==> config.mk <==
export PLATFORM = sky130hd
export DESIGN_NAME = lcd_display_top
export DESIGN_NICKNAME = d
export VERILOG_FILES = /design/src/hdl/lcd_pkg.sv /design/src/hdl/lcd_bus_if.sv /design/src/hdl/lcd_controller.sv /design/src/hdl/lcd_text_writer.sv /design/src/hdl/lcd_display_top.sv
export SDC_FILE = /design/constraint.sdc
export NUM_CORES = 1
export LEC_CHECK = 0
export BUFFER_PORTS_ARGS = -buffer_cell sky130_fd_sc_hd__buf_2
export CORE_MARGIN = 2
export CORE_UTILIZATION = 50
export CTS_BUF_LIST = sky130_fd_sc_hd__clkbuf_16
export CTS_CLUSTER_SIZE = 14
export DETAILED_ROUTE_END_ITERATION = 16
export PLACE_DENSITY = 0.67
export SLEW_MARGIN = 10
export SYNTH_ARGS = -nofsm -noshare
export SYNTH_HDL_FRONTEND = slang
export SYNTH_SLANG_ARGS = --single-unit
==> constraint.sdc <==
create_clock -name clk -period 5.6 [get_ports clk]
set_input_delay 0.28 -clock clk [delete_from_list [all_inputs] [get_ports clk]]
set_output_delay 0.28 -clock clk [all_outputs]
set_load 0.01 [all_outputs]
==> src/hdl/lcd_pkg.sv <==
package lcd_pkg;

	// clock cycles per microsecond
	localparam int CLK_MHZ = 15;

	// panel timing in microseconds
	localparam int POWER_UP_US = 500;
	localparam int E_SETUP_US = 1;
	localparam int E_HIGH_US = 14;
	localparam int WRITE_US = 50;
	localparam int INIT_PULSE_US = 10;
	localparam int INIT_WAIT_FUNC_US = 50;
	localparam int INIT_WAIT_DISP_US = 50;
	localparam int INIT_WAIT_CLEAR_US = 200;
	localparam int INIT_WAIT_ENTRY_US = 100;

	localparam int CNT_BITS = 14; // fits 7500 cycles of power-up

	// same windows in clock cycles
	localparam logic [CNT_BITS-1:0] POWER_UP_CYC = CNT_BITS'(POWER_UP_US * CLK_MHZ);
	localparam logic [CNT_BITS-1:0] INIT_PULSE_CYC = CNT_BITS'(INIT_PULSE_US * CLK_MHZ);
	localparam logic [CNT_BITS-1:0] E_ON_CYC = CNT_BITS'(E_SETUP_US * CLK_MHZ);
	localparam logic [CNT_BITS-1:0] E_OFF_CYC = CNT_BITS'(E_HIGH_US * CLK_MHZ);
	localparam logic [CNT_BITS-1:0] WRITE_CYC = CNT_BITS'(WRITE_US * CLK_MHZ);

	// HD44780 command base codes
	localparam logic [7:0] CMD_FUNCTION_SET = 8'h30;
	localparam logic [7:0] CMD_DISPLAY_CTRL = 8'h08;
	localparam logic [7:0] CMD_CLEAR = 8'h01;
	localparam logic [7:0] CMD_ENTRY_MODE = 8'h04;
	localparam logic [7:0] CMD_SET_DDRAM = 8'h80;

	localparam logic [7:0] LINE2_ADDR = 8'h40; // ddram start of line 2
	localparam int LINE_CHARS = 16;
	localparam int BUF_CHARS = 32;

	// msb first, lines down to shift
	typedef struct packed {
		logic lines;      // 1 = two-line display
		logic font;       // 1 = 5x10 dots
		logic display_on;
		logic cursor;
		logic blink;
		logic inc_dec;    // 1 = increment address
		logic shift;      // display shift on write
	} lcd_config_t;

endpackage

==> src/hdl/lcd_bus_if.sv <==
`timescale 1ns/1ps

// one write request from the text writer to the controller
interface lcd_bus_if;
	logic enable;     // one-cycle request, only while busy is low
	logic rs;         // 0 = command, 1 = character
	logic [7:0] data;
	logic busy;       // high through init and each write cycle

	modport requester(
		output enable,
		output rs,
		output data,
		input busy
	);

	modport executor(
		input enable,
		input rs,
		input data,
		output busy
	);

endinterface

==> src/hdl/lcd_controller.sv <==
`timescale 1ns/1ps

module lcd_controller (
	input logic clk,
	input logic rst,
	input lcd_pkg::lcd_config_t config_word,
	lcd_bus_if.executor bus,
	output logic lcd_e,
	output logic lcd_rs,
	output logic lcd_rw,
	output logic [7:0] lcd_data
);

	typedef enum logic [1:0] {
		S_POWER_UP,
		S_INIT,
		S_IDLE,
		S_WRITE
	} state_t;

	state_t state;
	logic [lcd_pkg::CNT_BITS-1:0] cnt;      // cycle index within current window
	logic [lcd_pkg::CNT_BITS-1:0] cnt_next;
	logic [1:0] step;                        // init command index
	lcd_pkg::lcd_config_t cfg_q;             // config taken at first init command
	logic busy_q;

	assign cnt_next = cnt + 1'b1;
	assign bus.busy = busy_q;

	// init command byte for a given step
	function automatic logic [7:0] init_cmd(
		input logic [1:0] idx,
		input lcd_pkg::lcd_config_t cfg
	);
		case (idx)
			2'd0: init_cmd = lcd_pkg::CMD_FUNCTION_SET | {4'b0, cfg.lines, cfg.font, 2'b0};
			2'd1: init_cmd = lcd_pkg::CMD_DISPLAY_CTRL |
				{5'b0, cfg.display_on, cfg.cursor, cfg.blink};
			2'd2: init_cmd = lcd_pkg::CMD_CLEAR;
			default: init_cmd = lcd_pkg::CMD_ENTRY_MODE | {6'b0, cfg.inc_dec, cfg.shift};
		endcase
	endfunction

	// last count of a step: pulse plus its wait, minus one
	function automatic logic [lcd_pkg::CNT_BITS-1:0] init_last(input logic [1:0] idx);
		int wait_us;
		case (idx)
			2'd0: wait_us = lcd_pkg::INIT_WAIT_FUNC_US;
			2'd1: wait_us = lcd_pkg::INIT_WAIT_DISP_US;
			2'd2: wait_us = lcd_pkg::INIT_WAIT_CLEAR_US;
			default: wait_us = lcd_pkg::INIT_WAIT_ENTRY_US;
		endcase
		init_last = lcd_pkg::CNT_BITS'((lcd_pkg::INIT_PULSE_US + wait_us) * lcd_pkg::CLK_MHZ - 1);
	endfunction

	// enable window of a write cycle
	function automatic logic write_e(input logic [lcd_pkg::CNT_BITS-1:0] count);
		write_e = (count >= lcd_pkg::E_ON_CYC) && (count < lcd_pkg::E_OFF_CYC);
	endfunction

	always_ff @(posedge clk) begin
		lcd_rw <= 1'b0; // no reads on this bus
		if (rst) begin
			state <= S_POWER_UP;
			cnt <= '0;
			step <= 2'd0;
			busy_q <= 1'b1;
			lcd_e <= 1'b0;
			lcd_rs <= 1'b0;
			lcd_data <= 8'h00;
		end else begin
			case (state)
				S_POWER_UP: begin
					if (cnt == lcd_pkg::POWER_UP_CYC - 1'b1) begin
						// panel settled, start function set
						state <= S_INIT;
						cnt <= '0;
						step <= 2'd0;
						cfg_q <= config_word;
						lcd_e <= 1'b1;
						lcd_data <= init_cmd(2'd0, config_word);
					end else begin
						cnt <= cnt_next;
					end
				end
				S_INIT: begin
					if (cnt == init_last(step)) begin
						cnt <= '0;
						if (step == 2'd3) begin
							state <= S_IDLE;
							busy_q <= 1'b0; // init done
						end else begin
							step <= step + 2'd1;
							lcd_e <= 1'b1;
							lcd_data <= init_cmd(step + 2'd1, cfg_q);
						end
					end else begin
						cnt <= cnt_next;
						if (cnt_next == lcd_pkg::INIT_PULSE_CYC) begin
							lcd_e <= 1'b0; // pulse over, start wait
							lcd_data <= 8'h00;
						end
					end
				end
				S_IDLE: begin
					if (bus.enable) begin
						state <= S_WRITE;
						busy_q <= 1'b1;
						lcd_rs <= bus.rs;
						lcd_data <= bus.data;
						cnt <= cnt_next;
						lcd_e <= write_e(cnt_next);
					end
				end
				S_WRITE: begin
					if (cnt == lcd_pkg::WRITE_CYC) begin
						// cycle complete, release the pins
						state <= S_IDLE;
						busy_q <= 1'b0;
						cnt <= '0;
						lcd_e <= 1'b0;
						lcd_rs <= 1'b0;
						lcd_data <= 8'h00;
					end else begin
						cnt <= cnt_next;
						lcd_e <= write_e(cnt_next);
					end
				end
				default: state <= S_POWER_UP;
			endcase
		end
	end

endmodule

==> src/hdl/lcd_text_writer.sv <==
`timescale 1ns/1ps

module lcd_text_writer (
	input logic clk,
	input logic rst,
	input logic char_we,
	input logic [4:0] char_addr,
	input logic [7:0] char_data,
	input logic refresh,
	output logic ready,
	lcd_bus_if.requester bus
);

	typedef enum logic [1:0] {
		W_DRAIN, // wait for busy to fall
		W_READY,
		W_SEND
	} wstate_t;

	localparam logic [5:0] LINE2_IDX = 6'(lcd_pkg::LINE_CHARS + 1);
	localparam logic [5:0] LAST_IDX = 6'(lcd_pkg::BUF_CHARS + 1);

	wstate_t state;
	logic [5:0] idx;        // 0..33 over the frame
	logic [4:0] char_idx;
	logic [7:0] char_mem [lcd_pkg::BUF_CHARS];
	logic is_cmd;

	assign ready = (state == W_READY);

	// host writes land only between frames
	always_ff @(posedge clk) begin
		if (char_we && ready) begin
			char_mem[char_addr] <= char_data;
		end
	end

	// skip the address command slots
	always_comb begin
		if (idx <= LINE2_IDX) begin
			char_idx = 5'(idx - 6'd1);
		end else begin
			char_idx = 5'(idx - 6'd2);
		end
	end

	assign is_cmd = (idx == 6'd0) || (idx == LINE2_IDX);

	always_comb begin
		if (idx == 6'd0) begin
			bus.data = lcd_pkg::CMD_SET_DDRAM; // line 1 starts at 0
		end else if (idx == LINE2_IDX) begin
			bus.data = lcd_pkg::CMD_SET_DDRAM | lcd_pkg::LINE2_ADDR;
		end else begin
			bus.data = char_mem[char_idx];
		end
	end

	assign bus.rs = !is_cmd;
	assign bus.enable = (state == W_SEND) && !bus.busy; // first free cycle

	always_ff @(posedge clk) begin
		if (rst) begin
			state <= W_DRAIN; // busy is high until init ends
			idx <= 6'd0;
		end else begin
			case (state)
				W_DRAIN: begin
					if (!bus.busy) begin
						state <= W_READY;
					end
				end
				W_READY: begin
					if (refresh) begin
						state <= W_SEND;
						idx <= 6'd0;
					end
				end
				W_SEND: begin
					if (bus.enable) begin
						if (idx == LAST_IDX) begin
							state <= W_DRAIN; // last char, wait out its cycle
						end else begin
							idx <= idx + 6'd1;
						end
					end
				end
				default: state <= W_DRAIN;
			endcase
		end
	end

endmodule

==> src/hdl/lcd_display_top.sv <==
`timescale 1ns/1ps

module lcd_display_top (
	input logic clk,
	input logic rst,
	input lcd_pkg::lcd_config_t config_word,
	input logic char_we,
	input logic [4:0] char_addr,
	input logic [7:0] char_data,
	input logic refresh,
	output logic ready,
	output logic lcd_e,
	output logic lcd_rs,
	output logic lcd_rw,
	output logic [7:0] lcd_data
);

	// write requests from the text writer into the controller
	lcd_bus_if bus_i ();

	lcd_text_writer u_writer (
		.clk       (clk),
		.rst       (rst),
		.char_we   (char_we),
		.char_addr (char_addr),
		.char_data (char_data),
		.refresh   (refresh),
		.ready     (ready),
		.bus       (bus_i.requester)
	);

	// sole driver of the panel pins
	lcd_controller u_ctrl (
		.clk         (clk),
		.rst         (rst),
		.config_word (config_word),
		.bus         (bus_i.executor),
		.lcd_e       (lcd_e),
		.lcd_rs      (lcd_rs),
		.lcd_rw      (lcd_rw),
		.lcd_data    (lcd_data)
	);

endmodule

==> key figures <==
Power
  • Sw frac: 0.203
  • Share of power burned in combinational logic: 0.015
  • Total design power: roughly 4.6 mW
  • Part of the total power dissipated in the clock network: 0.452
  • Worst IR drop on VDD: a little under 0.0003 V
  • Switching Power: between 0.9 and 1 mW
  • Leakage power: between 5 and 6 nW
  • Pint: around 3.6 mW
  • Relative contribution of sequential cells to total power: 0.533
  • Power Dens Cells: around 280 nW/um2

Place
  • Weighted congestion reported at the end of routability-driven placement: slightly below 0.9
  • Port bufs: 34
  • Final HPWL from detailed placement: roughly 25000 um
  • Instance area at placement: 15000 um2
  • Setup WS pre-CTS: around 1400 ps
  • Number of placed instances with taps included: approximately 1500

Global route
  • Most heavily used metal layer in global routing: met2
  • GRT Resource Usage Total: 0.244
  • Met1 demand-to-capacity share in global routing: 0.353
  • Pin count of the biggest net entering global routing: 54
  • Vias in the first global route: between 9000 and 10000
  • Wire length of the first global-routing pass: ~57000 um
  • Global routing usage on met3: 0.0379
  • Global route overflow: 0
  • GR Util met2: 0.377
  • Initial antenna violation count: 0

Worst setup path
  • Critical path arrival: between 4000 and 5000 ps
  • Slowest cell delay on critical path: between 800 and 900 ps
  • Sort of element at the start of the critical path: flop
  • Category of the worst setup path capture point: flop
  • Largest fanout on the critical path: 24
  • Ordered list of cells on the worst path: clkinv_1 -> ha_1 -> nor2_1 -> o211a_1 -> or4_1 -> nor2_1 -> a221oi_1 -> nor2_1 -> o211a_1 -> a311oi_1
  • Cell with the most instances on the worst path: sky130_fd_sc_hd__nor2_1
  • Standard cell with the maximum stage delay on the critical path: sky130_fd_sc_hd__or4_1
  • CP Class: flop to flop
  • Required time reported for the critical path endpoint: 6080 ps

Clock tree
  • Clock tree from TritonCTS: yes
  • Total clock sinks: 300
  • Maximum level of the CTS H-tree: 1
  • Clk slew on worst S/H paths: about 70 ps
  • Clock network latency to the later pin of the worst-skew pair: ~580 ps
  • CTS Buf Count: 31
  • Deepest clock path buffer count: 3
  • Cell chosen for the clock root: sky130_fd_sc_hd__clkbuf_16

Floorplanning
  • Placement Rows: 62
  • Initial Utilization: 0.508
  • Placeable core area: 28700 um2
  • Die Outline Area: between 30000 and 40000 um2
  • Die height: between 150 and 200 um
  • Number of placed I/O pins: 36
  • Die Wd: roughly 170 um

Logic synthesis
  • Synthesized netlist cell count: around 1100
  • Area contributors post-synth: sky130_fd_sc_hd__edfxtp_1 (54%), sky130_fd_sc_hd__mux2i_1 (6.9%), sky130_fd_sc_hd__mux4_2 (5.6%)
  • Post-synth top flop: sky130_fd_sc_hd__edfxtp_1
  • Synth cell count leaders: sky130_fd_sc_hd__edfxtp_1 (263), sky130_fd_sc_hd__nor2_1 (121), sky130_fd_sc_hd__mux2i_1 (100)
  • Avg Synthesized Cell Area: ~13 um2
  • Share of flip-flops with an asynchronous set or reset: 0
  • Fraction of post-synthesis cell area in the top cell type by area: 0.542
  • Number of flops mapped to enable cells by yosys: 263
  • Post-synth cell types: between 80 and 90
  • Most common cell in the netlist: sky130_fd_sc_hd__edfxtp_1
  • Seq/Total Area, Yosys: 0.593
  • Warnings, synthesis: 0
  • Dominant cell type by area after synthesis: sky130_fd_sc_hd__edfxtp_1
  • Netlist area before placement: around 15000 um2
  • Synthesized netlist net count: about 1200
  • Number of synthesized register bits: 300

Min path
  • Hold WC Path Type: input port to flop

Detailed routing
  • Routed via count: 9851
  • Wire length reported by the detailed router: between 30000 and 40000 um
  • DRC viols: 0
  • Drt first-iter violations: approximately 1100
  • Wirelength per Cell: ~24 um
  • Routed via count divided by cell count: 6.28
  • Detailed-router iteration count before antenna repair: 5
  • Routed Antenna Nets: 0

Cells and area
  • Final Instance Count excl. Fillers: approximately 1600
  • Number of antenna diodes: 0
  • Signed area change from the synthesized netlist to the final layout: 10.5%
  • Sequential standard cell area: 8640 um2
  • Number of fill cells in the layout: 2342
  • Final cell area excluding filler cells: between 15000 and 20000 um2
  • Post-route core utilization: 0.561
  • Fraction of final layout cells sized beyond drive strength 1: 0.133
  • Multi-input gate area: 5530 um2
  • NumNets Final: about 1200

Outcome
  • Run status: completed

Timing
  • Setup Skew: ~23 ps
  • Fin crit period: between 4000 and 5000 ps
  • Final sum of negative setup slack: 0 ps
  • Final worst path period share: 0.760
  • Worst Tran Pin Value: between 1000 and 1500 ps
  • Setup repair after global routing missed its margin: false
  • Final-layout worst hold slack: 192 ps
  • Final Hold Violating Endpoints: 0
  • F_max: ~240 MHz
  • Final count of pins violating max slew: 0
  • Setup slack after layout: between 1000 and 1500 ps
  • Number of setup violations in the final report: 0
  • Normalized max-slew margin: 0.200

Flow run
  • Maximum capacitance violations: 0
-- kinds of logic (layout without fill, tap and decap cells) --
kind of cell	after synthesis	count (layout)	share of synthesized area
fa+ha+maj	17	17	0.0146
xor+xnor	15	15	0.00953
simple gates	352	352	0.116
buf+inv	90	134	0.0282
mux	145	145	0.132
flops	300	300	0.593
compound gates	221	221	0.107
other cells	1	1	0.000257
-- path summary, 6_finish.rpt --
path / from / to / slack (ps) / cells past startpoint
hold / removal: char_data[7] / u_writer.char_mem[27][7]$_DFFE_PP_ / 190 / 1
setup / recovery: u_writer.idx[1]$_SDFFE_PP0P_ / u_ctrl.lcd_data[4]$_SDFFE_PP0P_ / 1350 / 10
hold reg to reg: u_ctrl.lcd_e$_SDFFE_PP0P_ / u_ctrl.lcd_e$_SDFFE_PP0P_ / 470 / 2
setup reg to reg: u_writer.idx[1]$_SDFFE_PP0P_ / u_ctrl.lcd_data[4]$_SDFFE_PP0P_ / 1350 / 10
-- power by group through the flow --
stage | Clock, mW | Combinational (mW) | Sequential, mW
after floorplan | 0 | 0.0207 | 2.48
after global placement | 0 | 0.0610 | 2.48
after detailed placement | 0 | 0.0628 | 2.48
after CTS | 2.08 | 0.0673 | 2.43
after global routing | 2.18 | 0.0747 | 2.43
final | 2.06 | 0.0676 | 2.43
-- routing by layer --
metal	routed length (um)	share of wire
met1	16300	0.44
met2	17100	0.46
met3	2600	0.069
met4	1390	0.037
met5	0	0
-- cell type report --
cell class | count | area share
Clock inverter | 27 | 0.0151
Sequential cell | 300 | 0.537
Clock buffer | 31 | 0.0482
Multi-Input combinational cell | 751 | 0.343
Inverter | 19 | 0.00443
Tap cell | 384 | 0.0298
Timing Repair Buffer | 57 | 0.0225
-- registers in the layout, summed over array words and instances (netlist names) --
signal / cells
u_ctrl.step: 2
u_writer.state: 2
u_ctrl.cnt: 14
u_ctrl.cfg_q: 7
u_ctrl.state: 2
u_writer.char_mem: 256
u_ctrl.bus.busy: 1
u_ctrl.lcd_e: 1
u_writer.idx: 6
u_ctrl.lcd_rs: 1
u_ctrl.lcd_data: 8
-- worst max-delay path: cells and delay by family, from the launching register on --
kind	cells	cell delay [ps]
and+or+nand+nor	4	1550
AOI/OAI and AO/OA	4	1380
adders and majority gates	1	510
buffers and inverters	1	380
DFF	1	330
-- cell usage in the layout, fill, tap and decap left out, drive strengths merged, types with 17 or more instances in the layout --
cell      n
nand2    89
a21oi    51
ha       17
edfxtp  263
buf      49
inv      25
mux4     36
nor2    121
clkbuf   31
nand3    32
mux2i   100
dfxtp    37
o21ai    49
-- what timing repair did --
action	4_1_cts	5_1_grt
setup endpoints to repair	0	0
hold buffers	8	0
endpoints found under the hold margin	8	0
setup buffers	0	0
resized for setup	0	0
Note: power is estimated with default switching activity, not from simulation.
